==> src/rtl/f2c_pkg.sv <==
package f2c_pkg;

    // flit and host slot geometry
    localparam int FLIT_BITS = 512;
    localparam int FLIT_BYTES = 64;

    // burst limits on the host bus
    localparam int MAX_BURST = 8;
    localparam int BURST_WIDTH = 4;

    // host ring sizes, fixed at build time
    localparam int PKT_RING_SLOTS = 64;
    localparam int DSC_RING_SLOTS = 16;
    localparam int RING_AWIDTH = 6;

    localparam int QUEUE_ID_WIDTH = 8;
    localparam int MAX_PKT_FLITS = 16;
    localparam int SIZE_WIDTH = 5;

    // must hold a whole packet so the descriptor only appears after all its flits
    localparam int FIFO_DEPTH = 32;

    typedef struct packed {
        logic [FLIT_BITS-1:0] data;
        logic                 sop;
        logic                 eop;
    } flit_t;

    // internal descriptor, size counted in flits
    typedef struct packed {
        logic [QUEUE_ID_WIDTH-1:0] queue_id;
        logic [SIZE_WIDTH-1:0]     size;
    } pkt_dsc_t;

    // one host descriptor slot, signal bit in bit 0
    typedef struct packed {
        logic [FLIT_BITS-QUEUE_ID_WIDTH-34:0] pad;
        logic [QUEUE_ID_WIDTH-1:0]            queue_id;
        logic [31:0]                          tail;
        logic                                 signal;
    } host_dsc_t;

endpackage

==> src/rtl/pkt_framer.sv <==
`timescale 1ns/1ps

module pkt_framer (
    input  logic                               clk,
    input  logic                               rst,
    input  f2c_pkg::flit_t                     in_flit,
    input  logic [f2c_pkg::QUEUE_ID_WIDTH-1:0] in_queue_id,
    input  logic                               in_valid,
    output logic                               in_ready,
    output f2c_pkg::flit_t                     flit_out,
    output logic                               flit_push,
    input  logic                               flit_room,
    output f2c_pkg::pkt_dsc_t                  dsc_out,
    output logic                               dsc_push,
    input  logic                               dsc_room
);
    import f2c_pkg::*;

    // flits accepted so far in the open packet
    logic [SIZE_WIDTH-1:0]     flit_cnt;
    logic [QUEUE_ID_WIDTH-1:0] queue_id_q;
    logic                      accept;

    // end flit also needs a descriptor slot
    assign in_ready = flit_room && (!in_flit.eop || dsc_room);
    assign accept = in_valid && in_ready;

    assign flit_out = in_flit;
    assign flit_push = accept;
    assign dsc_push = accept && in_flit.eop;

    // a start flit counts as one, so single-flit packets need no state
    always_comb begin
        dsc_out.queue_id = in_flit.sop ? in_queue_id : queue_id_q;
        dsc_out.size = in_flit.sop ? SIZE_WIDTH'(1) : flit_cnt + 1'b1;
    end

    always_ff @(posedge clk) begin
        if (rst) begin
            flit_cnt <= '0;
        end else if (accept) begin
            if (in_flit.eop) begin
                flit_cnt <= '0;
            end else if (in_flit.sop) begin
                flit_cnt <= SIZE_WIDTH'(1);
            end else begin
                flit_cnt <= flit_cnt + 1'b1;
            end
        end
    end

    // queue id is only valid on the start flit
    always_ff @(posedge clk) begin
        if (accept && in_flit.sop) begin
            queue_id_q <= in_queue_id;
        end
    end

endmodule

==> config.mk <==
export PLATFORM = sky130hd
export DESIGN_NAME = pkt_framer
export DESIGN_NICKNAME = d
export VERILOG_FILES = /design/src/rtl/f2c_pkg.sv /design/src/rtl/pkt_framer.sv
export SDC_FILE = /design/constraint.sdc
export NUM_CORES = 1
export LEC_CHECK = 0
export ABC_AREA = 1
export BUFFER_PORTS_ARGS = -buffer_cell sky130_fd_sc_hd__buf_4
export CAP_MARGIN = 25
export CELL_PAD_IN_SITES_DETAIL_PLACEMENT = 0
export CELL_PAD_IN_SITES_GLOBAL_PLACEMENT = 1
export CORE_AREA = 2 2 406 408
export DETAILED_ROUTE_END_ITERATION = 6
export DIE_AREA = 0 0 408 410
export GPL_ROUTABILITY_DRIVEN = 1
export PLACE_DENSITY = 0.38
export SLEW_MARGIN = 10
export SYNTH_ARGS = -nofsm -noshare
export SYNTH_HDL_FRONTEND = slang
export SYNTH_SLANG_ARGS = --single-unit
==> constraint.sdc <==
create_clock -name clk -period 1.5 [get_ports clk]
set_input_delay 0 -clock clk [delete_from_list [all_inputs] [get_ports clk]]
set_output_delay 0 -clock clk [all_outputs]
set_load 0.02 [all_outputs]
==> results.md, run 1 <==
* Final hold vios at 0
* Post-synthesis sequential element count at 13
* Port Buffers at 32
* Avg WL per Cell at 37.2 µm
* Total Neg Setup Slack at 0 ps
* DR vias/cell at 0.799
* CTS tree: done
* GRT Total Usage at 0.0980
* Max-cap violations at 0
* Syn Nets at 1124
* Psw at 0.363 mW
* Largest net degree at the start of global routing at 14
* Clk pwr share at 0.466
* Main area contributors after synthesis: buf_4, edfxtp_1, nand2_1, dfxtp_1, a21oi_1
* Number of routed nets with antenna violations at 0
* F_max at 717 MHz
* Clock sink count at 13
* Core ar. at 0.163 mm²
* Die ar. at 0.167 mm²
* Unrepaired setup endpoints after global routing: false
* Vias in the first global route at 1663
* Reg power frac at 0.329
* CP Max Fanout at 4
* Internal at 0.837 mW
* Worst setup path endpoint: dsc_out[4]
* Seq/Total Area, Yosys at 0.0752
* Mapped cell area at 0.00452 mm²
* Ys Warns at 0
* Final period util at 0.930
* TritonRoute pass-1 iters at 4
* Outcome: complete, no violations
* Max Transition Viols Final at 0
* Ant diodes at 0
* Post-synth cell types at 16
* Clk slew on worst S/H paths at 60 ps
* Root buffer cell: clkbuf_16
* I/O pin count at 1057
* P_leak at 0.521 nW
* Crit path launch type: flop
* Starting density of the core at 0.0277
* Syn avg cell area at 7.59 µm²
* Post-cts sizing count at 0
* Chip Width at 408 µm
* Comb pwr share at 0.205
* Hold WC Path Type: input port to primary output
* WS Path Type: flop to primary output
* Die Height at 410 µm
* DR vias at 1851
* Congestion Overflow GR at 0
* Slew @ Worst Pin at 274 ps
* Fin Hold WS at 0.00691 ps
* Fin nets at 656
* Area growth syn-to-layout at -15.9%
* Synth top area share at 0.853
* Rows at 149
* Crit. Startpoint: flit_cnt[0]
* Total wire length at 86.3 mm
* Endpoints failing setup at 0
* Worst reg2reg path startpoint: flit_cnt[0]
* GPL Wtd Cong at 0.818
* Post-detail-place hpwl at 84.1 mm
* PD cells at 315 mW/mm²
* Rel. slew slack at 0.817
* Layout cells sized above 1 at 0.339
* Initial antenna violation count at 9
* Post-Synthesis Cells at 596
* CP arrival at 1400 ps
* First-pass GRT wire length at 90.4 mm
* Clk_lat worst skew at 270 ps
* CTS Buf Count at 3
* Switching Fraction at 0.302
* # DRC at 0
* H-Tree Depth at 1
* Critical Path RT at 1500 ps
* Clk buf depth at 2
* CP endpoint kind: primary output
* Final Skew at 0.633 ps
* R2R Path End: flit_cnt[4]
* R2r setup slk at 290 ps
* Starting DRT DRC Count at 109
* Tmin final at 1400 ps
* R2r worst-path depth at 7
* Peak supply drop at 0.000288 V
* Area leader, netlist: buf_4
per-layer routing:
| layer | up-vias | GRT usage | wire length [µm] |
|---|---|---|---|
| met5 | - | 0.00115 | 0 |
| met4 | 0 | 0.0130 | 1530 |
| met3 | 100 | 0.219 | 40300 |
| met2 | 846 | 0.156 | 38900 |
| met1 | 557 | 0.0175 | 5590 |
| li1 | 348 | - | - |
cell usage after synthesis (all sizes together):
cell	instances
a21boi	1
o21ai	1
inv	7
ha	1
nand3	3
buf	516
a21oi	6
nor2	7
nand2	41
dfxtp	5
edfxtp	8
cell type report:
cell class,instances,area (µm²)
Inverter,7,28.8
Fill cell,19600,160000
Clock buffer,4,78.8
Tap cell,2189,2740
Timing Repair Buffer,43,345
Sequential cell,13,340
Multi-Input combinational cell,60,274
power groups by stage:
stage | Combinational [mW] | Sequential [mW] | Clock [mW]
final | 0.246 | 0.395 | 0.559
after global routing | 0.271 | 0.395 | 0.605
after global placement | 0.231 | 0.402 | 0
after detailed placement | 0.230 | 0.402 | 0
after floorplan | 2.07 | 0.401 | 0
after CTS | 0.265 | 0.395 | 0.584
registers in the layout (all words and copies together), names as in the netlist:
register	cells
queue_id_q	8
flit_cnt	5
worst max-delay path: stages (launching register included):
cell     delay, ps
dfxtp_1        380
ha_1           220
nand3_1        110
nand2_1         70
nand2_1         50
nor2_2         130
buf_4          160
worst min path at each step:
stage                 start       endpoint  slack [ps]  cells after the start
6_report        in_flit[10]   flit_out[10]       0.007                      0
5_1_grt        in_flit[146]  flit_out[146]        0.03                      0
4_1_cts        in_flit[107]  flit_out[107]         0.1                      0
3_5_place_dp   in_flit[107]  flit_out[107]         0.1                      0
3_3_place_gp   in_flit[107]  flit_out[107]         0.1                      0
2_1_floorplan           rst    flit_cnt[0]          70                      1
cells in the final DEF, fill, tap and decap left out, types with 3 or more instances in the layout:
cell / Yosys / routed
clkbuf_16: 0 / 3
nand2_1: 41 / 41
inv_1: 6 / 6
dlygate4sd3_1: 0 / 9
edfxtp_1: 8 / 8
buf_4: 514 / 34
a21oi_1: 5 / 5
nor2_1: 4 / 4
dfxtp_1: 5 / 5
nor2_2: 3 / 3
what timing repair did:
action                                 in CTS  in global routing
endpoints found under the hold margin      13                  0
hold buffers                                9                  0
setup buffers                               0                  0
logic make-up (layout without fill, tap and decap cells):
kind of cell / Yosys count / in the layout / synth area share
AOI/OAI and AO/OA: 8 / 8 / 0.0102
DFF: 13 / 13 / 0.0752
adders and majority gates: 1 / 1 / 0.00277
buffers and inverters: 523 / 54 / 0.864
and+or+nand+nor: 51 / 51 / 0.0476
through the flow:
stage / setup slack, ps / utilization / total power [mW] / instances / instance area, µm²
6_report: 105 / 0.0233 / 1.20 / 2316 / 3810
5_1_grt: 28.4 / 0.0233 / 1.27 / 2316 / 3810
4_1_cts: 79.0 / 0.0233 / 1.24 / 2316 / 3810
3_5_place_dp: 311 / 0.0222 / 0.632 / 2303 / 3640
3_3_place_gp: 260 / 0.0222 / 0.633 / 2303 / 3640
2_1_floorplan: 286 / - / 2.47 / 596 / 4520
Note: power is estimated with default switching activity, not from simulation.
==> inputs of run 2 (changes only) <==
--- a/config.mk
+++ b/config.mk
@@ -6,15 +6,17 @@
 export NUM_CORES = 1
 export LEC_CHECK = 0
 export ABC_AREA = 1
-export BUFFER_PORTS_ARGS = -buffer_cell sky130_fd_sc_hd__buf_4
+export BUFFER_PORTS_ARGS = -buffer_cell sky130_fd_sc_hd__buf_2
 export CAP_MARGIN = 25
 export CELL_PAD_IN_SITES_DETAIL_PLACEMENT = 0
 export CELL_PAD_IN_SITES_GLOBAL_PLACEMENT = 1
 export CORE_AREA = 2 2 406 408
+export CTS_CLUSTER_DIAMETER = 200
 export DETAILED_ROUTE_END_ITERATION = 6
 export DIE_AREA = 0 0 408 410
 export GPL_ROUTABILITY_DRIVEN = 1
 export PLACE_DENSITY = 0.38
+export SETUP_SLACK_MARGIN = 0.3
 export SLEW_MARGIN = 10
 export SYNTH_ARGS = -nofsm -noshare
 export SYNTH_HDL_FRONTEND = slang
==> results.md, run 2 (synthesis gave the netlist of run 1 again) <==
* Outcome: complete, no violations
* Reg power frac at 0.324
* Final Skew at 0.621 ps
* Clock sink count at 13
* CP Max Fanout at 3
* GRT Total Usage at 0.102
* First-pass GRT wire length at 93.4 mm
* Rows at 149
* CP arrival at 1230 ps
* Clk pwr share at 0.496
* Overall power at 1.21 mW
* Avg WL per Cell at 38.3 µm
* Largest net degree at the start of global routing at 14
* Chip Width at 408 µm
* CP endpoint kind: primary output
* WS Path Type: flop to primary output
* CTS tree: done
* Layout cells sized above 1 at 0.462
* Internal at 0.817 mW
* Root buffer cell: clkbuf_16
* Total wire length at 88.8 mm
* Most flop-heavy register: queue_id_q
* Comb pwr share at 0.181
* CTS Buf Count at 3
* Max Transition Viols Final at 0
* TritonRoute pass-1 iters at 4
* Total Neg Setup Slack at 0 ps
* Commonest non-fill, non-tap cell in the layout: nand2_1
* Non-Filler Instances at 2319
* H-Tree Depth at 1
* Layout Utilization at 0.0236
* # DRC at 0
* Highest-count cells in the layout ignoring fill and taps: nand2_1, buf_2, edfxtp_1, dlygate4sd3_1, buf_6
* Starting DRT DRC Count at 111
* Critical Path RT at 1500 ps
* Post-detail-place hpwl at 86.2 mm
* Die Height at 410 µm
* Clk buf depth at 2
* Area growth syn-to-layout at -14.7%
* Starting density of the core at 0.0277
* P_leak at 0.528 nW
* Placed cell count at 2303
* Peak supply drop at 0.000274 V
* F_max at 811 MHz
* DP Area at 0.00356 mm²
* Final period util at 0.822
* Switching Fraction at 0.325
* Largest regs: queue_id_q (8), flit_cnt (5)
* Clk slew on worst S/H paths at 60 ps
* Ant diodes at 0
* Psw at 0.393 mW
* DR vias/cell at 0.790
* Fin nets at 659
* Crit path launch type: flop
* Core ar. at 0.163 mm²
* Endpoints failing setup at 0
* I/O pin count at 1057
* Die ar. at 0.167 mm²
* Port Buffers at 32
* PD cells at 313 mW/mm²
* Unrepaired setup endpoints after global routing: true
* Vias in the first global route at 1717
* Max-cap violations at 0
* Initial antenna violation count at 6
* Max reg flops at 8
* Final Instance Area at 0.00386 mm²
* Rel. slew slack at 0.717
* Slew @ Worst Pin at 420 ps
* Final hold vios at 0
* DR vias at 1831
* Congestion Overflow GR at 0
* Hold WC Path Type: input port to primary output
* Number of routed nets with antenna violations at 0
* GPL Wtd Cong at 0.808
* Clk_lat worst skew at 260 ps
* Tmin final at 1230 ps
-- run 2: final timing paths --
path | from | endpoint | slack [ps] | cells after the start
worst min register to register | flit_cnt[4] | flit_cnt[4] | 460 | 2
worst max-delay path | flit_cnt[1] | dsc_out[2] | 270 | 4
worst max register to register | flit_cnt[1] | flit_cnt[2] | 430 | 5
worst min-delay path | in_flit[195] | flit_out[195] | 0.007 | 0
-- run 2: layer usage --
layer / track usage / up-vias / share of wire
met5: 0.00920 / - / 0.0026
met4: 0.0139 / 6 / 0.015
met3: 0.221 / 103 / 0.46
met2: 0.161 / 833 / 0.45
met1: 0.0216 / 535 / 0.074
li1: - / 354 / -
-- run 2: critical path: stages, from the launching register on --
cell     delay, ps
dfxtp_4        360
ha_4           170
buf_4          130
a21oi_2        170
buf_6          140
-- run 2: per-stage QoR --
step | setup WS [ps] | hold WS [ps]
floorplan | 309 | 69.1
global placement | 256 | 0.137
detailed placement | 327 | 0.137
CTS | 234 | 0.137
global route | 200 | 0.0297
finish | 266 | 0.00688
-- run 2: power by group through the flow --
stage	logic (mW)	registers, mW	clock network (mW)
final	0.219	0.391	0.600
after global routing	0.241	0.392	0.667
after CTS	0.224	0.393	0.675
after detailed placement	0.198	0.402	0
after global placement	0.198	0.402	0
after floorplan	2.07	0.401	0
-- run 2: cell type report --
class,instances,area (µm²)
fill,19600,160000
tap,2189,2740
sequential,13,349
multi-input combinational,60,342
timing repair buffer,46,323
clock buffer,4,78.8
inverter,7,28.8
-- run 2: timing repair --
action	in CTS	in global routing
buffers inserted	3	1
pin swaps	2	4
endpoints found under the setup margin	5	6
resized for setup	16	16
hold buffers	8	0
hold endpoints to repair	8	0
