===== config.mk =====
export PLATFORM = sky130hd
export DESIGN_NAME = dma_burst_writer_flat
export DESIGN_NICKNAME = d
export VERILOG_FILES = /design/src/rtl/f2c_pkg.sv /design/src/rtl/ring_if.sv /design/src/rtl/dma_burst_writer.sv /design/src/flat_wrapper.sv
export SDC_FILE = /design/constraint.sdc
export NUM_CORES = 1
export LEC_CHECK = 0
export CORE_AREA = 2 2 489 491
export DETAILED_ROUTE_END_ITERATION = 10
export DIE_AREA = 0 0 491 493
export DONT_BUFFER_PORTS = 1
export GPL_TIMING_DRIVEN = 0
export PLACE_DENSITY = 0.3
export RECOVER_POWER = 100
export SYNTH_ARGS = -nofsm -noshare
export SYNTH_HDL_FRONTEND = slang
export SYNTH_SLANG_ARGS = --single-unit

===== constraint.sdc =====
create_clock -name clk -period 5.1 [get_ports clk]
set_input_delay 0.765 -clock clk [delete_from_list [all_inputs] [get_ports clk]]
set_output_delay 0.765 -clock clk [all_outputs]
set_load 0.02 [all_outputs]

===== src/rtl/f2c_pkg.sv =====
package f2c_pkg;

    // flit and host slot geometry
    localparam int FLIT_BITS = 512;
    localparam int FLIT_BYTES = 64;

    // burst limits on the host bus
    localparam int MAX_BURST = 8;
    localparam int BURST_WIDTH = 4;

    // host ring sizes, fixed at build time
    localparam int PKT_RING_SLOTS = 64;
    localparam int DSC_RING_SLOTS = 16;
    localparam int RING_AWIDTH = 6;

    localparam int QUEUE_ID_WIDTH = 8;
    localparam int MAX_PKT_FLITS = 16;
    localparam int SIZE_WIDTH = 5;

    // must hold a whole packet so the descriptor only appears after all its flits
    localparam int FIFO_DEPTH = 32;

    typedef struct packed {
        logic [FLIT_BITS-1:0] data;
        logic                 sop;
        logic                 eop;
    } flit_t;

    // internal descriptor, size counted in flits
    typedef struct packed {
        logic [QUEUE_ID_WIDTH-1:0] queue_id;
        logic [SIZE_WIDTH-1:0]     size;
    } pkt_dsc_t;

    // one host descriptor slot, signal bit in bit 0
    typedef struct packed {
        logic [FLIT_BITS-QUEUE_ID_WIDTH-34:0] pad;
        logic [QUEUE_ID_WIDTH-1:0]            queue_id;
        logic [31:0]                          tail;
        logic                                 signal;
    } host_dsc_t;

endpackage


===== src/rtl/ring_if.sv =====
`timescale 1ns/1ps

interface ring_if;
    import f2c_pkg::*;

    // ring state owned by the tracker
    logic [RING_AWIDTH-1:0] pkt_tail;
    logic [RING_AWIDTH-1:0] dsc_tail;
    logic [RING_AWIDTH-1:0] pkt_free;
    logic [RING_AWIDTH-1:0] dsc_free;

    // one slot per pulse, driven by the writer
    logic                   pkt_advance;
    logic                   dsc_advance;

    modport tracker (
        output pkt_tail, dsc_tail, pkt_free, dsc_free,
        input  pkt_advance, dsc_advance
    );

    modport writer (
        input  pkt_tail, dsc_tail, pkt_free, dsc_free,
        output pkt_advance, dsc_advance
    );

endinterface


===== src/rtl/dma_burst_writer.sv =====
`timescale 1ns/1ps

module dma_burst_writer (
    input  logic                            clk,
    input  logic                            rst,
    input  f2c_pkg::flit_t                  flit_in,
    input  logic                            flit_valid,
    output logic                            flit_pop,
    input  f2c_pkg::pkt_dsc_t               dsc_in,
    input  logic                            dsc_valid,
    output logic                            dsc_pop,
    ring_if.writer                          ring,
    input  logic [63:0]                     pkt_ring_base,
    input  logic [63:0]                     dsc_ring_base,
    input  logic                            bas_waitrequest,
    output logic [63:0]                     bas_address,
    output logic                            bas_write,
    output logic [f2c_pkg::FLIT_BITS-1:0]   bas_writedata,
    output logic [f2c_pkg::BURST_WIDTH-1:0] bas_burstcount
);
    import f2c_pkg::*;

    typedef enum logic [1:0] {
        IDLE,
        BURST_START,
        BURST_BODY,
        DSC_WRITE
    } state_t;

    state_t                 state;
    logic [SIZE_WIDTH-1:0]  remaining;
    logic [BURST_WIDTH-1:0] beats_left;
    logic [RING_AWIDTH:0]   room_to_end;
    logic [RING_AWIDTH:0]   len_w;
    logic [BURST_WIDTH-1:0] burst_len;
    logic                   in_burst;
    logic                   accept;
    logic                   pkt_fits;
    host_dsc_t              host_dsc;

    assign in_burst = (state == BURST_START) || (state == BURST_BODY);
    assign accept = bas_write && !bas_waitrequest;

    // a burst must stop at the last slot of the packet ring
    assign room_to_end = (RING_AWIDTH + 1)'(PKT_RING_SLOTS) - {1'b0, ring.pkt_tail};

    always_comb begin
        len_w = (RING_AWIDTH + 1)'(remaining);
        if (len_w > (RING_AWIDTH + 1)'(MAX_BURST)) begin
            len_w = (RING_AWIDTH + 1)'(MAX_BURST);
        end
        if (len_w > room_to_end) begin
            len_w = room_to_end;
        end
        burst_len = len_w[BURST_WIDTH-1:0];
    end

    // the whole packet is reserved up front, later bursts never recheck
    assign pkt_fits = RING_AWIDTH'(dsc_in.size) <= ring.pkt_free;

    always_comb begin
        host_dsc = '0;
        host_dsc.signal = 1'b1;
        host_dsc.tail = 32'(ring.pkt_tail);
        host_dsc.queue_id = dsc_in.queue_id;
    end

    // bus is driven from the fifo heads, which hold until popped
    always_comb begin
        bas_write = 1'b0;
        bas_address = pkt_ring_base + 64'(ring.pkt_tail) * 64'(FLIT_BYTES);
        bas_writedata = flit_in.data;
        bas_burstcount = beats_left;
        case (state)
            BURST_START: begin
                bas_write = flit_valid;
                bas_burstcount = burst_len;
            end
            BURST_BODY: begin
                bas_write = flit_valid;
            end
            DSC_WRITE: begin
                bas_write = 1'b1;
                bas_address = dsc_ring_base + 64'(ring.dsc_tail) * 64'(FLIT_BYTES);
                bas_writedata = host_dsc;
                bas_burstcount = BURST_WIDTH'(1);
            end
            default: begin
                bas_write = 1'b0;
            end
        endcase
    end

    assign flit_pop = in_burst && accept;
    assign dsc_pop = (state == DSC_WRITE) && accept;
    assign ring.pkt_advance = flit_pop;
    assign ring.dsc_advance = dsc_pop;

    always_ff @(posedge clk) begin
        if (rst) begin
            state <= IDLE;
            remaining <= '0;
            beats_left <= '0;
        end else begin
            case (state)
                IDLE: begin
                    if (dsc_valid && pkt_fits && ring.dsc_free != '0) begin
                        remaining <= dsc_in.size;
                        state <= BURST_START;
                    end
                end
                BURST_START: begin
                    if (accept) begin
                        remaining <= remaining - 1'b1;
                        beats_left <= burst_len - 1'b1;
                        // single-beat bursts stay here for the next one
                        if (burst_len != BURST_WIDTH'(1)) begin
                            state <= BURST_BODY;
                        end else if (remaining == SIZE_WIDTH'(1)) begin
                            state <= DSC_WRITE;
                        end
                    end
                end
                BURST_BODY: begin
                    if (accept) begin
                        remaining <= remaining - 1'b1;
                        beats_left <= beats_left - 1'b1;
                        if (beats_left == BURST_WIDTH'(1)) begin
                            if (remaining == SIZE_WIDTH'(1)) begin
                                state <= DSC_WRITE;
                            end else begin
                                state <= BURST_START;
                            end
                        end
                    end
                end
                DSC_WRITE: begin
                    if (accept) begin
                        state <= IDLE;
                    end
                end
                default: begin
                    state <= IDLE;
                end
            endcase
        end
    end

endmodule


===== src/flat_wrapper.sv =====
// flat-port wrapper written by rule: the top's interface ports become plain ports
module dma_burst_writer_flat import f2c_pkg::*;
  (clk, rst, flit_in, flit_valid, flit_pop, dsc_in, dsc_valid, dsc_pop, pkt_ring_base, dsc_ring_base, bas_waitrequest, bas_address, bas_write, bas_writedata, bas_burstcount, ring_pkt_tail, ring_dsc_tail, ring_pkt_free, ring_dsc_free, ring_pkt_advance, ring_dsc_advance);
  ring_if ring_i ();
  input  logic clk;
  input  logic rst;
  input  f2c_pkg::flit_t flit_in;
  input  logic flit_valid;
  output logic flit_pop;
  input  f2c_pkg::pkt_dsc_t dsc_in;
  input  logic dsc_valid;
  output logic dsc_pop;
  input  logic [63:0] pkt_ring_base;
  input  logic [63:0] dsc_ring_base;
  input  logic bas_waitrequest;
  output logic [63:0] bas_address;
  output logic bas_write;
  output logic [f2c_pkg::FLIT_BITS-1:0] bas_writedata;
  output logic [f2c_pkg::BURST_WIDTH-1:0] bas_burstcount;
  input wire logic [$bits(ring_i.pkt_tail)-1:0] ring_pkt_tail;
  input wire logic [$bits(ring_i.dsc_tail)-1:0] ring_dsc_tail;
  input wire logic [$bits(ring_i.pkt_free)-1:0] ring_pkt_free;
  input wire logic [$bits(ring_i.dsc_free)-1:0] ring_dsc_free;
  output wire logic [$bits(ring_i.pkt_advance)-1:0] ring_pkt_advance;
  output wire logic [$bits(ring_i.dsc_advance)-1:0] ring_dsc_advance;
  assign ring_i.pkt_tail = ring_pkt_tail;
  assign ring_i.dsc_tail = ring_dsc_tail;
  assign ring_i.pkt_free = ring_pkt_free;
  assign ring_i.dsc_free = ring_dsc_free;
  assign ring_pkt_advance = ring_i.pkt_advance;
  assign ring_dsc_advance = ring_i.dsc_advance;
  dma_burst_writer u_core (.clk(clk), .rst(rst), .flit_in(flit_in), .flit_valid(flit_valid), .flit_pop(flit_pop), .dsc_in(dsc_in), .dsc_valid(dsc_valid), .dsc_pop(dsc_pop), .ring(ring_i), .pkt_ring_base(pkt_ring_base), .dsc_ring_base(dsc_ring_base), .bas_waitrequest(bas_waitrequest), .bas_address(bas_address), .bas_write(bas_write), .bas_writedata(bas_writedata), .bas_burstcount(bas_burstcount));
endmodule

==> flow_summary.rst <==
.. list-table::
   :header-rows: 1

   * - Metric
     - Value
   * - Proportion of power drawn by flip-flops and latches
     - 6.3%
   * - Arithmetic-cell share of the synthesized area counting full adders, half adders and majority gates
     - 5.47%
   * - Origin of the critical flop-to-flop path
     - u_core.remaining[0]
   * - Hold Fails Final Rpt
     - 0
   * - Antenna viol nets, final
     - 3
   * - Vias in the first global route
     - 9766
   * - DR vias
     - 11.6k
   * - Start-to-end type of the worst setup path
     - in2out
   * - HP Class
     - reg2reg
   * - Max Buffers Root-to-Sink
     - 2
   * - Failing checks
     - antenna rules, capacitance limit, slew limit
   * - Final setup violation count
     - 0
   * - Maximum number of pins on one net before global-route repair
     - 11
   * - Avg WL per Cell
     - 43.1 µm
   * - Hold Crit Endpoint
     - u_core.remaining[4]
   * - Reg2reg setup slack
     - 0.88 ns
   * - Sum of negative setup slack
     - 0 ns
   * - Signed area change from the synthesized netlist to the final layout
     - 56.3%
   * - EDFF count, synth
     - 0
   * - Most common library cells after synthesis
     - sky130_fd_sc_hd__nor2b_1 (503), sky130_fd_sc_hd__xnor2_1 (77), sky130_fd_sc_hd__nand2_1 (75), sky130_fd_sc_hd__nor2_1 (75), sky130_fd_sc_hd__clkbuf_1 (72)
   * - Global-route wire length before repair
     - 218000 µm
   * - Internal power
     - 736 µW
   * - Simple logic cell fraction of the synthesized area
     - 58.2%
   * - Psw
     - 2050 µW
   * - Share of total power in combinational logic
     - 88.3%
   * - Number of iterations in the first detailed-routing pass
     - 5
   * - Most common cell in the netlist
     - sky130_fd_sc_hd__nor2b_1
   * - Run status
     - finished with violations
   * - Post-Synthesis Net Count
     - 1972
   * - Net switching share of the total power
     - 73.6%
   * - Cell area after technology mapping
     - 8050 µm²
   * - H-tree depth reported by CTS
     - 1
   * - Starting utilization of the core area
     - 3.40%
   * - Area inside the core boundary
     - 237000 µm²
   * - Maximum VDD drop
     - 106 µV
   * - Number of standard cells after synthesis
     - 1254
   * - Endpoint required time on the critical path
     - 4.34 ns
   * - Setup crit end kind
     - output port
   * - Max Fanout on Critical Path
     - 7
   * - Cell types with the largest area share after synthesis
     - sky130_fd_sc_hd__nor2b_1 (39%), sky130_fd_sc_hd__xnor2_1 (8.4%), sky130_fd_sc_hd__ha_1 (5.0%)
   * - Share of post-route cells with drive strength above 1
     - 3.96%
   * - Launching element type of the critical path
     - primary input
   * - Clock network fraction of total power
     - 5.4%
   * - Clock buffers created by TritonCTS
     - 3
   * - Overall global routing resource usage
     - 15.4%
   * - Fill cell count
     - 28.3k
   * - Final Max Tran Viols
     - 21
   * - Reported leakage power
     - 0.00328 µW
   * - Worst hold-check slack
     - 0.557 ns
   * - Clock root buffer
     - sky130_fd_sc_hd__clkbuf_16
   * - Max capacitance violation total
     - 21
   * - Final worst clock skew
     - 0.00275 ns
   * - Tcrit/Tclk final
     - 98.3%
   * - Xor/xnor share of the synthesized area
     - 12.5%
   * - Number of antenna violations at the first check in global routing
     - 287
   * - Number of cells traversed by the worst hold path
     - 2
   * - Critical path arrival
     - 4.25 ns
   * - Detail Placement HPWL
     - 188000 µm
   * - Initial DRC Count
     - 764
   * - Power density of the placed cells
     - 221 nW/µm²
   * - Syn avg cell area
     - 6.42 µm²
   * - Clk slew on worst S/H paths
     - 0.05 ns
   * - Distinct cell type count after synthesis
     - 59
   * - Post-synth top area share
     - 39.1%
   * - Number of nets in the finished design
     - 1982
   * - Routability congestion estimate from global placement
     - 1.31
   * - CTS Hold Bufs
     - 0
   * - Number of synthesized register bits
     - 11
   * - Aggregate routed wire length
     - 197000 µm
   * - Routed vias/inst
     - 2.54
   * - RSZ-0062 raised after global routing
     - no
   * - Fraction of synthesis flops using an asynchronous set or reset pin
     - 0%
   * - Total die area
     - 242000 µm²
   * - Library cell occupying the most area in the post-synthesis netlist
     - sky130_fd_sc_hd__nor2b_1
   * - Die outline height
     - 493 µm
   * - Std-Cell Rows
     - 179
   * - Dominant synthesized flop cell
     - sky130_fd_sc_hd__dfxtp_1
   * - Remaining DRCs
     - 0
   * - FMAX
     - 199 MHz
   * - Synthesized-area fraction occupied by ao, oa, aoi and oai cells
     - 9.08%
   * - Post-layout util
     - 5.31%
   * - Clock tree from TritonCTS
     - yes
   * - Worst R2R Path Depth
     - 21
   * - I/O pin count
     - 1269
   * - Gr ovfl total
     - 0
   * - Worst r2r dst
     - u_core.state[1]
   * - Die width
     - 491 µm
   * - Cell area after layout
     - 12600 µm²
   * - Synth warnings
     - 0
   * - Sink count of the clock tree
     - 11
   * - Share of synthesized area occupied by flip-flops and latches
     - 2.74%
   * - Final Critical Period
     - 5.01 ns
   * - Buffers added on ports
     - 0
   * - Clk_lat worst skew
     - 0.24 ns
   * - Main combinational cell family by area after synthesis
     - simple AND/OR/NAND/NOR gates
   * - DP Area
     - 12100 µm²
   * - Tot Pwr
     - 2790 µW
   * - Worst slew pin tran
     - 2.42 ns
   * - Start point of the worst min-delay path
     - u_core.remaining[4]
   * - Max_slew headroom
     - -63.1%
   * - Fraction of synthesized area in multiplexers
     - 6.43%
kinds of logic (layout without fill, tap and decap cells):
family / count (synthesis) / in the layout
AOI/OAI and AO/OA: 118 / 118
muxes: 49 / 49
xor gates and xnor gates: 115 / 115
adders and majority gates: 34 / 34
other: 1 / 130
DFF: 11 / 11
and+or+nand+nor: 809 / 809
buffers and inverters: 117 / 126
sequential cells by signal, indices dropped and copies added, names as in the netlist:
register,cells
u_core.remaining,5
u_core.beats_left,4
u_core.state,2
layout make-up:
type | instances | area, µm² | area share [%]
Multi-Input combinational cell | 1126 | 7490 | 59.6
Tap cell | 3167 | 3960 | 31.5
Antenna cell | 129 | 323 | 2.57
Buffer | 81 | 319 | 2.54
Sequential cell | 11 | 220 | 1.75
Inverter | 36 | 135 | 1.07
Clock buffer | 4 | 78.8 | 0.626
Timing Repair Buffer | 5 | 48.8 | 0.388
power by group through the flow:
stage	logic, µW	clock network (µW)	registers (µW)
after global placement	2490	0	178
after floorplan	1510	0	159
final	2460	150	175
after CTS	2530	154	174
after global routing	2620	159	183
after detailed placement	2510	0	176
worst max-delay path, cell delays in order:
cell	delay, ns
sky130_fd_sc_hd__ha_1	0.16
sky130_fd_sc_hd__inv_1	0.06
sky130_fd_sc_hd__fa_1	0.40
sky130_fd_sc_hd__nor2b_1	0.14
sky130_fd_sc_hd__o21a_1	0.17
sky130_fd_sc_hd__o21ai_0	0.23
sky130_fd_sc_hd__a2111oi_4	0.85
sky130_fd_sc_hd__nand3_1	0.18
sky130_fd_sc_hd__xnor2_1	0.59
sky130_fd_sc_hd__nor2_1	0.22
sky130_fd_sc_hd__a21oi_1	0.48
routing by layer:
| layer | wire length [µm] | global-route usage [%] | up-vias |
|---|---|---|---|
| met5 | 1510 | 0 | - |
| met4 | 8850 | 4.52 | 170 |
| met3 | 40200 | 14.5 | 586 |
| met2 | 89800 | 25.5 | 1450 |
| met1 | 56300 | 13.0 | 5144 |
| li1 | - | - | 4252 |
cell usage in the layout, fill, tap and decap left out, types with 6 or more instances in the layout:
cell	netlist	final
sky130_fd_sc_hd__o21ai_0	27	23
sky130_fd_sc_hd__mux2_1	1	19
sky130_fd_sc_hd__and3_1	19	19
sky130_fd_sc_hd__mux2i_1	27	19
sky130_fd_sc_hd__o21a_1	7	7
sky130_fd_sc_hd__ha_1	32	32
sky130_fd_sc_hd__nor3_1	23	22
sky130_fd_sc_hd__a21o_1	6	6
sky130_fd_sc_hd__nor2_1	75	75
sky130_fd_sc_hd__dfxtp_1	11	11
sky130_fd_sc_hd__nand4_1	17	17
sky130_fd_sc_hd__clkbuf_1	72	72
sky130_fd_sc_hd__inv_1	36	36
sky130_fd_sc_hd__nand3_1	41	41
sky130_fd_sc_hd__nand2_1	75	75
sky130_fd_sc_hd__nand2b_1	12	12
sky130_fd_sc_hd__clkbuf_2	0	7
sky130_fd_sc_hd__a21oi_1	44	39
sky130_fd_sc_hd__and4_1	11	11
sky130_fd_sc_hd__o21ai_1	10	12
sky130_fd_sc_hd__xnor2_1	77	74
sky130_fd_sc_hd__diode_2	0	129
sky130_fd_sc_hd__nor2b_1	503	503
sky130_fd_sc_hd__xor2_1	38	38
how the worst max path moves through the flow:
stage                       from              end  slack [ns]  depth (start not counted)
2_1_floorplan   ring_pkt_tail[1]  u_core.state[1]        1.08                         19
3_3_place_gp     u_core.state[1]  bas_address[27]       -2.07                          5
3_5_place_dp    dsc_ring_base[6]  bas_address[54]       -0.95                         12
4_1_cts         dsc_ring_base[6]  bas_address[54]     0.00007                         13
5_1_grt        pkt_ring_base[19]  bas_address[59]        0.02                          8
6_report        ring_pkt_tail[0]  bas_address[52]        0.09                         11
what timing repair did:
action / 4_1_cts / 5_1_grt
pin swaps: 2 / 0
gates resized for setup: 11 / 4
endpoints found under the setup margin: 25 / 6
buffers inserted: 2 / 0
stage by stage:
stage | std cells | worst slack (ns)
after floorplan | 1254 | 1.08
after global placement | 4421 | -2.07
after detailed placement | 4424 | -0.947
after CTS | 4430 | 0.0000688
after global routing | 4482 | 0.0160
final | 4559 | 0.0855
Note: power is estimated with default switching activity, not from simulation.
