===== src/rtl/f2c_pkg.sv =====
package f2c_pkg;

    // flit and host slot geometry
    localparam int FLIT_BITS = 512;
    localparam int FLIT_BYTES = 64;

    // burst limits on the host bus
    localparam int MAX_BURST = 8;
    localparam int BURST_WIDTH = 4;

    // host ring sizes, fixed at build time
    localparam int PKT_RING_SLOTS = 64;
    localparam int DSC_RING_SLOTS = 16;
    localparam int RING_AWIDTH = 6;

    localparam int QUEUE_ID_WIDTH = 8;
    localparam int MAX_PKT_FLITS = 16;
    localparam int SIZE_WIDTH = 5;

    // must hold a whole packet so the descriptor only appears after all its flits
    localparam int FIFO_DEPTH = 32;

    typedef struct packed {
        logic [FLIT_BITS-1:0] data;
        logic                 sop;
        logic                 eop;
    } flit_t;

    // internal descriptor, size counted in flits
    typedef struct packed {
        logic [QUEUE_ID_WIDTH-1:0] queue_id;
        logic [SIZE_WIDTH-1:0]     size;
    } pkt_dsc_t;

    // one host descriptor slot, signal bit in bit 0
    typedef struct packed {
        logic [FLIT_BITS-QUEUE_ID_WIDTH-34:0] pad;
        logic [QUEUE_ID_WIDTH-1:0]            queue_id;
        logic [31:0]                          tail;
        logic                                 signal;
    } host_dsc_t;

endpackage


===== src/rtl/sync_fifo.sv =====
`timescale 1ns/1ps

module sync_fifo #(
    parameter type payload_t = logic,
    parameter int  DEPTH = f2c_pkg::FIFO_DEPTH
) (
    input  logic     clk,
    input  logic     rst,
    input  payload_t in_data,
    input  logic     in_valid,
    output logic     in_ready,
    output payload_t out_data,
    output logic     out_valid,
    input  logic     out_ready
);

    payload_t                     mem [DEPTH];
    logic [$clog2(DEPTH)-1:0]     wr_ptr;
    logic [$clog2(DEPTH)-1:0]     rd_ptr;
    logic [$clog2(DEPTH+1)-1:0]   count;
    logic                         push;
    logic                         pop;

    assign in_ready = count != ($clog2(DEPTH+1))'(DEPTH);
    assign out_valid = count != '0;

    // head is read straight from the array
    assign out_data = mem[rd_ptr];

    assign push = in_valid && in_ready;
    assign pop = out_valid && out_ready;

    always_ff @(posedge clk) begin
        if (push) begin
            mem[wr_ptr] <= in_data;
        end
    end

    always_ff @(posedge clk) begin
        if (rst) begin
            wr_ptr <= '0;
            rd_ptr <= '0;
            count <= '0;
        end else begin
            if (push) begin
                // wrap explicitly, depth need not be a power of two
                if (wr_ptr == ($clog2(DEPTH))'(DEPTH - 1)) begin
                    wr_ptr <= '0;
                end else begin
                    wr_ptr <= wr_ptr + 1'b1;
                end
            end
            if (pop) begin
                if (rd_ptr == ($clog2(DEPTH))'(DEPTH - 1)) begin
                    rd_ptr <= '0;
                end else begin
                    rd_ptr <= rd_ptr + 1'b1;
                end
            end
            if (push && !pop) begin
                count <= count + 1'b1;
            end else if (pop && !push) begin
                count <= count - 1'b1;
            end
        end
    end

endmodule


===== config.mk =====
export PLATFORM = sky130hd
export DESIGN_NAME = sync_fifo
export DESIGN_NICKNAME = d
export VERILOG_FILES = /design/src/rtl/f2c_pkg.sv /design/src/rtl/sync_fifo.sv
export SDC_FILE = /design/constraint.sdc
export NUM_CORES = 1
export LEC_CHECK = 0
export BUFFER_PORTS_ARGS = -buffer_cell sky130_fd_sc_hd__buf_4
export CAP_MARGIN = 20
export CORE_ASPECT_RATIO = 0.6
export CORE_MARGIN = 3
export CORE_UTILIZATION = 40
export CTS_CLUSTER_DIAMETER = 40
export DETAILED_ROUTE_END_ITERATION = 6
export HOLD_SLACK_MARGIN = 0.05
export SKIP_LAST_GASP = 1
export SLEW_MARGIN = 25
export SYNTH_ARGS = -nofsm -noshare
export SYNTH_HDL_FRONTEND = slang
export SYNTH_SLANG_ARGS = --single-unit

===== constraint.sdc =====
create_clock -name clk -period 2.7 [get_ports clk]
set_clock_uncertainty 0.2 [all_clocks]
set_input_delay 0.54 -clock clk [delete_from_list [all_inputs] [get_ports clk]]
set_output_delay 0.54 -clock clk [all_outputs]
set_load 0.02 [all_outputs]

==> results.py, run 1 <==
metrics = {
    "drt": {
        "routedWlPerCell_um": 16.05,
        "drt_first_iter_violations": 143,
        "antenna_left": 0,
        "viasPerCell": 5.336,
        "vias": 1777,
        "dr.pass1.iters": 4,
        "wl_mm": 5.343,
        "drc_errors": 0,
    },
    "logic_synthesis": {
        "synth_edf_count": 32,
        "seq_area_frac_synth_pct": 53.44,
        "yosys_register_bits": 53,
        "netlist_area_mm2": 0.002585,
        "synth_nets": 244,
        "avgSynthCellArea_um2": 11.49,
        "synth_ff_type": "edfxtp_1",
        "synthArstFlopShare_pct": 0,
        "synth_top_cell_by_area": "edfxtp_1",
        "yosysUniqueCellTypes": 40,
        "ys_warn_count": 0,
        "synth_top_area_share_pct": 37.17,
        "syn_inst": 225,
        "synthTopCellsByArea": "edfxtp_1 37%, dfxtp_1 16%, nor2_1 6.7%, ha_1 6.3%, mux4_2 4.4%",
    },
    "sta": {
        "slew_violations": 0,
        "finalWorstSetupSlack_ns": -0.2101,
        "fmax_mhz": 343.6,
        "whs_ns": 0.3376,
        "rsz0062_at_grt": "true",
        "worst_pin_slew_ns": 0.3799,
        "finalCritPeriodShare_pct": 107.8,
        "fin_crit_ns": 2.910,
        "hold_viol": 0,
        "timing.max_slew.rel_slack_pct": 74.44,
        "setup_violations": 2,
    },
    "global_routing": {
        "grt-ovfl-total": 0,
        "track_usage_pct": 15.99,
        "grt_most_used_layer": "met1",
        "grt.met2_usage_pct": 20.62,
        "grtUsageMet1_pct": 25.24,
        "grt_max_degree": 33,
        "grt_pass1_wl_mm": 8.721,
        "grt_pass1_vias": 1644,
        "met3_usage_pct": 4.241,
        "antenna_found_initial": 0,
    },
    "power_and_ir_drop": {
        "powerDensity_mw_per_mm2": 751.2,
        "internal-power_mw": 1.515,
        "clkPwrFrac_pct": 19.8,
        "fin_total_pwr_mw": 2.283,
        "irDropWorstVdd_v": 0.0003454,
        "pwr-share-seq_pct": 43.2,
        "p_leak_nw": 1.058,
        "comb_power_share_pct": 37.1,
        "switching_power_uw": 767.7,
        "swShare_pct": 33.63,
    },
    "clocking": {
        "cts.htree.levels": 2,
        "cts_root_buffer": "clkbuf_8",
        "clk_pin_slew_ns": 0.09,
        "cts_tree": "done",
        "cts_sinks": 53,
        "clock_latency_ns": 0.31,
        "cts_made_buffers": 5,
        "cts.path.max_buffers": 2,
    },
    "cells_and_area": {
        "area_growth_pct": 17.57,
        "finalNonFillerCells": 333,
        "mostFrequentLayoutCells": "46 x nor2_1, 32 x edfxtp_1, 26 x buf_4",
        "antenna_cells": 0,
        "fin_nets": 271,
        "final_common_cell": "nor2_1",
        "n_fill_cell": 525,
        "drive_above_1_share_pct": 26.09,
    },
    "setup_path": {
        "crit_type": "flop to output port",
        "slowest_delay_ns": 0.52,
        "critPathCaptureType": "output port",
        "path_cells": "buf_12 > mux4_2 > mux2i_1 > nor3b_1 > or4_1 > buf_6",
        "required_ns": 1.96,
        "crit_fanout": 8,
        "slowest_stage": "mux4_2",
        "startpoint_type": "flop",
        "arrival_ns": 2.17,
    },
    "floorplanning": {
        "dieArea_mm2": 0.007495,
        "fp-row-count": 21,
        "die_x_um": 109.8,
        "core_area_mm2": 0.005912,
        "die_h_um": 68.27,
        "num_io_pins": 8,
        "initial_core_util_pct": 43.72,
    },
    "job": {
        "maxCapViolCount": 0,
    },
    "place": {
        "gp_congestion": 0.8652,
        "dp_hpwl_mm": 3.824,
        "portBuffers": 7,
        "pre_cts_slack_ns": -0.1739,
        "dpl.cell_count": 320,
    },
    "hold_path": {
        "hold_path_class": "flop to flop",
    },
    "run_status": {
        "violations": "setup timing",
        "outcome": "finished with violations",
    },
}
==> synth_stat cells, types with 2 or more instances <==
library cell and instances:
or3b_2 2, o31ai_4 2, nand3b_1 4, mux4_2 5, edfxtp_1 32, nand2_2 2, a21oi_1 10, a31oi_1 2
or4_1 4, inv_1 6, dfxtp_1 21, nor3b_1 2, clkbuf_1 6, nand3_1 4, nand2_1 15, nor2_1 46
or4b_2 2, xor2_1 2, o21a_1 3, o21ai_0 5, mux2i_1 6, and3_1 3, or3_1 3, nor4_1 3
nor2b_1 2, ha_1 13, nor3_1 5, mux4_1 3
==> routing by layer <==
| layer | routed length [um] | part of all wire (%) |
|---|---|---|
| met5 | 0 | 0 |
| met4 | 69 | 1.3 |
| met3 | 341 | 6.4 |
| met2 | 2135 | 40 |
| met1 | 2796 | 52 |
==> final timing paths <==
kind,start,endpoint,slack [ns],cells past startpoint
min,rd_ptr[3],rd_ptr[3],0.34,2
max reg2reg,count[4],count[4],-0.05,9
max,flop,out_data,-0.21,6
min reg2reg,rd_ptr[3],rd_ptr[3],0.34,2
==> cell families (layout without fill, tap and decap cells) <==
logic type / after synthesis / in the layout / synth area share [%]
simple gates: 99 / 99 / 18.88
mux: 14 / 14 / 9.729
flops: 53 / 53 / 53.44
fa+ha+maj: 14 / 14 / 7.067
compound gates: 28 / 28 / 7.745
buf+inv: 15 / 43 / 2.468
xor+xnor: 2 / 2 / 0.6778
==> area by class of cell <==
cell class / count / area, um^2 / area share, %
clock inverters: 3 / 22.52 / 0.7410
well taps: 80 / 100.1 / 3.294
inverters: 7 / 31.28 / 1.029
repair buffers: 28 / 226.5 / 7.452
flip-flops and latches: 53 / 1388 / 45.66
clock buffers: 5 / 68.82 / 2.264
multi-input cells: 157 / 1202 / 39.56
==> power groups by stage <==
stage | Combinational [mW] | Clock [mW] | Sequential, mW
global route | 0.941 | 0.511 | 0.996
finish | 0.846 | 0.451 | 0.986
detailed placement | 0.768 | 0 | 1.00
global placement | 0.768 | 0 | 0.998
floorplan | 0.516 | 0 | 0.994
CTS | 0.801 | 0.475 | 0.985
==> flip-flops by register name (all words and copies together) (netlist names), named ones only <==
signal and count:
count 6, mem 32, rd_ptr 5, wr_ptr 5
==> worst max-delay path, delay by kind of cell, from the launching register on <==
family / cells / cell delay [ns]
simple gates: 2 / 0.55
mux: 2 / 0.68
flops: 1 / 0.35
buf+inv: 2 / 0.28
==> stage by stage <==
| stage | setup TNS [ns] | util [%] | instance area, um^2 |
|---|---|---|---|
| 6_report | -0.2589 | 51.41 | 3039 |
| 5_1_grt | -0.7307 | 51.41 | 3039 |
| 4_1_cts | -0.2699 | 50.48 | 2984 |
| 3_5_place_dp | -0.2234 | 48.36 | 2859 |
| 3_3_place_gp | -0.1614 | 48.36 | 2859 |
| 2_1_floorplan | -0.3759 | - | 2611 |
==> repair_timing <==
action / in CTS / in global routing
pin swaps: 3 / 3
hold endpoints to repair: 0 / 0
resized for setup: 8 / 6
buffers inserted: 3 / 2
hold buffers: 0 / 0
cloned: 0 / 0
endpoints found under the setup margin: 4 / 4
Power figures use the tool's default switching activity.
==> inputs of run 2 (changes only) <==
- CORE_MARGIN: 3 -> 2
- CTS_CLUSTER_SIZE: unset -> 25
==> results.py, run 2 (synthesis results as in run 1) <==
metrics = {
    "sta": {
        "worst_pin_slew_ns": 0.4062,
        "setup_violations": 2,
        "rsz0062_at_grt": "true",
        "whs_ns": 0.3319,
        "timing.max_slew.rel_slack_pct": 72.88,
        "finalWorstSetupSlack_ns": -0.2160,
        "fmax_mhz": 342.9,
        "slew_violations": 0,
        "fin_crit_ns": 2.916,
        "finalCritPeriodShare_pct": 108.0,
        "setup_tns_ns": -0.2735,
        "hold_viol": 0,
    },
    "global_routing": {
        "grt_max_degree": 33,
        "grt-ovfl-total": 0,
        "antenna_found_initial": 0,
        "track_usage_pct": 15.96,
        "grt_pass1_vias": 1752,
        "grt_pass1_wl_mm": 8.611,
    },
    "place": {
        "pre_cts_slack_ns": -0.1417,
        "dp_hpwl_mm": 3.576,
        "portBuffers": 7,
        "dpl.cell_count": 326,
        "gp_congestion": 0.8233,
    },
    "cells_and_area": {
        "area_growth_pct": 18.54,
        "multi_input_area_mm2": 0.001219,
        "top_regs": "mem x32, count x6",
        "fin_nets": 273,
        "antenna_cells": 0,
        "mostFrequentLayoutCells": "46 x nor2_1, 32 x edfxtp_1, 27 x buf_4",
        "regArea_mm2": 0.001388,
        "finalNonFillerCells": 339,
        "regMostFlops": "mem",
        "n_fill_cell": 574,
        "drive_above_1_share_pct": 26.27,
        "final_common_cell": "nor2_1",
        "largest_reg_flops": 32,
    },
    "clocking": {
        "cts_hold_buf": 0,
        "cts_sinks": 53,
        "clock_latency_ns": 0.31,
        "cts_tree": "done",
        "clk_pin_slew_ns": 0.10,
        "cts_root_buffer": "clkbuf_8",
        "cts.htree.levels": 2,
        "cts.path.max_buffers": 2,
        "cts_made_buffers": 5,
    },
    "power_and_ir_drop": {
        "internal-power_mw": 1.546,
        "swShare_pct": 33.24,
        "p_leak_nw": 1.058,
        "clkPwrFrac_pct": 19.2,
        "powerDensity_mw_per_mm2": 755.5,
        "pwr-share-seq_pct": 42.5,
        "comb_power_share_pct": 38.4,
        "switching_power_uw": 769.5,
        "fin_total_pwr_mw": 2.315,
        "irDropWorstVdd_v": 0.0004322,
    },
    "drt": {
        "drc_errors": 0,
        "viasPerCell": 5.242,
        "wl_mm": 5.118,
        "drt_first_iter_violations": 124,
        "dr.pass1.iters": 4,
        "routedWlPerCell_um": 15.10,
        "antenna_left": 0,
        "vias": 1777,
    },
    "setup_path": {
        "r2r_cells": 10,
        "crit_fanout": 4,
        "required_ns": 1.96,
        "critPathCaptureType": "output port",
        "startpoint_type": "flop",
        "arrival_ns": 2.18,
        "crit_type": "flop to output port",
    },
    "floorplanning": {
        "core_area_mm2": 0.006166,
        "die_h_um": 66.27,
        "initial_core_util_pct": 41.92,
        "dieArea_mm2": 0.007143,
        "num_io_pins": 8,
        "fp-row-count": 22,
        "die_x_um": 107.8,
    },
    "run_status": {
        "outcome": "finished with violations",
        "violations": "setup timing",
    },
    "hold_path": {
        "hold_path_class": "flop to flop",
        "whs_path_depth": 2,
    },
    "job": {
        "maxCapViolCount": 0,
    },
}
[run 2: per-stage QoR]
step	area, um^2	utilization [%]
final	3064	49.70
after global routing	3064	49.70
after CTS	3042	49.33
after detailed placement	2867	46.49
after global placement	2867	46.49
after floorplan	2611	-
[run 2: worst max-delay path, stage by stage, from the launching register on]
cell	delay, ns
dfxtp_2	0.36
buf_6	0.12
mux4_2	0.51
mux2i_1	0.14
nor3b_1	0.07
or4_1	0.52
buf_6	0.15
[run 2: layout make-up]
class                   count  area share [%]
clock buffers               6           2.368
clock inverters             2          0.4900
inverters                   7          0.9392
multi-input cells         157           39.77
flip-flops and latches     53           45.28
well taps                  84           3.430
repair buffers             30           7.717
[run 2: final timing paths]
kind         startpoint  endpoint  slack, ns
max                flop  out_data      -0.22
max reg2reg    count[2]  count[4]      -0.06
min           rd_ptr[0]      flop       0.33
min reg2reg   rd_ptr[0]      flop       0.33
[run 2: timing repair]
| action | 4_1_cts | 5_1_grt |
|---|---|---|
| pin swaps | 8 | 3 |
| setup buffers | 4 | 1 |
| resized for setup | 15 | 2 |
| setup endpoints to repair | 4 | 4 |
[run 2: metal layers]
layer | vias to the layer above | part of all wire, % | wire length, um | track usage, %
li1 | 882 | - | - | -
met5 | - | 0 | 0 | 0
met3 | 4 | 3.0 | 155 | 3.842
met2 | 18 | 42 | 2158 | 23.58
met1 | 873 | 54 | 2760 | 23.56
met4 | 0 | 0.86 | 44 | 3.846
[run 2: power by group through the flow]
stage / registers [mW] / clock network (mW) / logic, mW
after floorplan: 0.994 / 0 / 0.516
after global placement: 0.997 / 0 / 0.769
after detailed placement: 0.998 / 0 / 0.770
after CTS: 0.983 / 0.456 / 0.852
after global routing: 0.991 / 0.487 / 0.987
final: 0.983 / 0.443 / 0.888
==> inputs of run 3 (changes only) <==
- CTS_BUF_LIST: unset -> sky130_fd_sc_hd__clkbuf_2
==> results.py, run 3 (synthesis results as in run 1) <==
metrics = {
    "cells_and_area": {
        "regMostFlops": "mem",
        "top_regs": "mem x32, count x6",
        "drive_above_1_share_pct": 27.06,
        "final_common_cell": "nor2_1",
        "mostFrequentLayoutCells": "46 x nor2_1, 32 x edfxtp_1, 27 x buf_4",
        "antenna_cells": 0,
        "n_fill_cell": 582,
        "regArea_mm2": 0.001389,
        "multi_input_area_mm2": 0.001219,
        "finalNonFillerCells": 339,
        "fin_nets": 273,
        "largest_reg_flops": 32,
        "area_growth_pct": 16.94,
        "final_area_mm2": 0.003023,
    },
    "floorplanning": {
        "die_x_um": 107.8,
        "initial_core_util_pct": 41.92,
        "die_h_um": 66.27,
        "fp-row-count": 22,
        "core_area_mm2": 0.006166,
        "dieArea_mm2": 0.007143,
        "num_io_pins": 8,
    },
    "global_routing": {
        "grt_max_degree": 33,
        "antenna_found_initial": 0,
        "track_usage_pct": 15.94,
        "met3_usage_pct": 3.547,
        "grt_pass1_wl_mm": 8.625,
        "grt_pass1_vias": 1753,
        "grt.met2_usage_pct": 23.74,
        "grtUsageMet1_pct": 23.39,
        "grt_most_used_layer": "met2",
        "grt-ovfl-total": 0,
    },
    "clocking": {
        "clock_latency_ns": 0.43,
        "cts_root_buffer": "clkbuf_2",
        "cts_tree": "done",
        "cts.path.max_buffers": 2,
        "cts_made_buffers": 5,
        "clk_pin_slew_ns": 0.26,
        "cts.htree.levels": 2,
        "cts_sinks": 53,
    },
    "setup_path": {
        "r2r_cells": 10,
        "path_cells": "buf_6 > mux4_2 > mux2i_1 > nor3b_1 > or4_1 > buf_6",
        "crit_type": "flop to output port",
        "r2r_start": "count[2]",
        "slowest_stage": "or4_1",
        "ff2ff_setup_slack_ns": -0.08,
        "reg2reg_to": "count[4]",
        "worstSetupEndpoint": "out_data",
        "arrival_ns": 2.35,
        "critPathCaptureType": "output port",
        "cpMostUsedCell": "buf_6",
        "startpoint_type": "flop",
        "crit_fanout": 4,
        "required_ns": 1.96,
        "slowest_delay_ns": 0.52,
    },
    "sta": {
        "setup_tns_ns": -0.4707,
        "finalCritPeriodShare_pct": 114.4,
        "worst_pin_slew_ns": 0.3833,
        "slew_violations": 0,
        "rsz0062_at_grt": "true",
        "setup_violations": 2,
        "hold_viol": 0,
        "fin_crit_ns": 3.088,
        "whs_ns": 0.2243,
        "timing.max_slew.rel_slack_pct": 74.41,
        "finalWorstSetupSlack_ns": -0.3878,
        "fmax_mhz": 323.9,
    },
    "place": {
        "portBuffers": 7,
        "gp_congestion": 0.8233,
        "dp_hpwl_mm": 3.576,
        "place_area_mm2": 0.002867,
        "dpl.cell_count": 326,
    },
    "drt": {
        "wl_mm": 5.096,
        "viasPerCell": 5.218,
        "drt_first_iter_violations": 147,
        "dr.pass1.iters": 4,
        "routedWlPerCell_um": 15.03,
        "antenna_left": 0,
        "vias": 1769,
        "drc_errors": 0,
    },
    "power_and_ir_drop": {
        "powerDensity_mw_per_mm2": 723.1,
        "p_leak_nw": 1.046,
        "fin_total_pwr_mw": 2.186,
        "irDropWorstVdd_v": 0.0004292,
    },
    "run_status": {
        "outcome": "finished with violations",
        "violations": "setup timing",
    },
    "hold_path": {
        "hold_path_class": "input port to flop",
    },
    "job": {
        "maxCapViolCount": 0,
    },
}
-- run 3: cell counts in the layout (fill, tap and decap cells not counted) --
Identical to the previous run, type by type.
-- run 3: worst max-delay path, delay by kind of cell (launching register included) --
| kind | cells | cell delay (ns) |
|---|---|---|
| flops | 1 | 0.41 |
| simple gates | 2 | 0.59 |
| buf+inv | 2 | 0.27 |
| mux | 2 | 0.65 |
-- run 3: stage by stage --
stage	worst slack, ns	utilization, %
4_1_cts	-0.4151	48.66
5_1_grt	-0.5353	49.03
2_1_floorplan	-0.1291	-
3_5_place_dp	-0.1417	46.49
6_report	-0.3878	49.03
3_3_place_gp	-0.09209	46.49
-- run 3: area by class of cell --
type,count,share of cell area (%)
clock inverters,2,0.4967
clock buffers,6,0.9934
repair buffers,30,7.823
multi-input cells,157,40.31
well taps,84,3.477
flip-flops and latches,53,45.94
inverters,7,0.9520
-- run 3: metal layers --
layer	wire, um	share of wire (%)
met2	2173	43
met4	46	0.90
met1	2734	54
met5	0	0
met3	141	2.8
-- run 3: power breakdown --
group	internal [mW]	switching (mW)	total [mW]	leakage, nW
Combinational	0.443	0.444	0.887	0.559
Sequential	0.921	0.0629	0.984	0.462
Clock	0.0667	0.248	0.314	0.0252
Total	1.43	0.755	2.19	1.05
-- run 3: repair_timing --
item	in CTS	in global routing
hold buffers	0	0
endpoints found under the hold margin	0	0
pin swaps	8	3
buffers inserted	4	1
gates resized for setup	16	2
endpoints found under the setup margin	4	4
-- run 3: worst min-delay path by stage --
stage | from | endpoint | depth (start not counted)
detailed placement | rd_ptr[3] | rd_ptr[3] | 2
CTS | rst | wr_ptr[0] | 2
global route | rst | count[2] | 2
floorplan | rd_ptr[3] | flop | 2
finish | rst | wr_ptr[0] | 2
global placement | wr_ptr[1] | wr_ptr[1] | 2
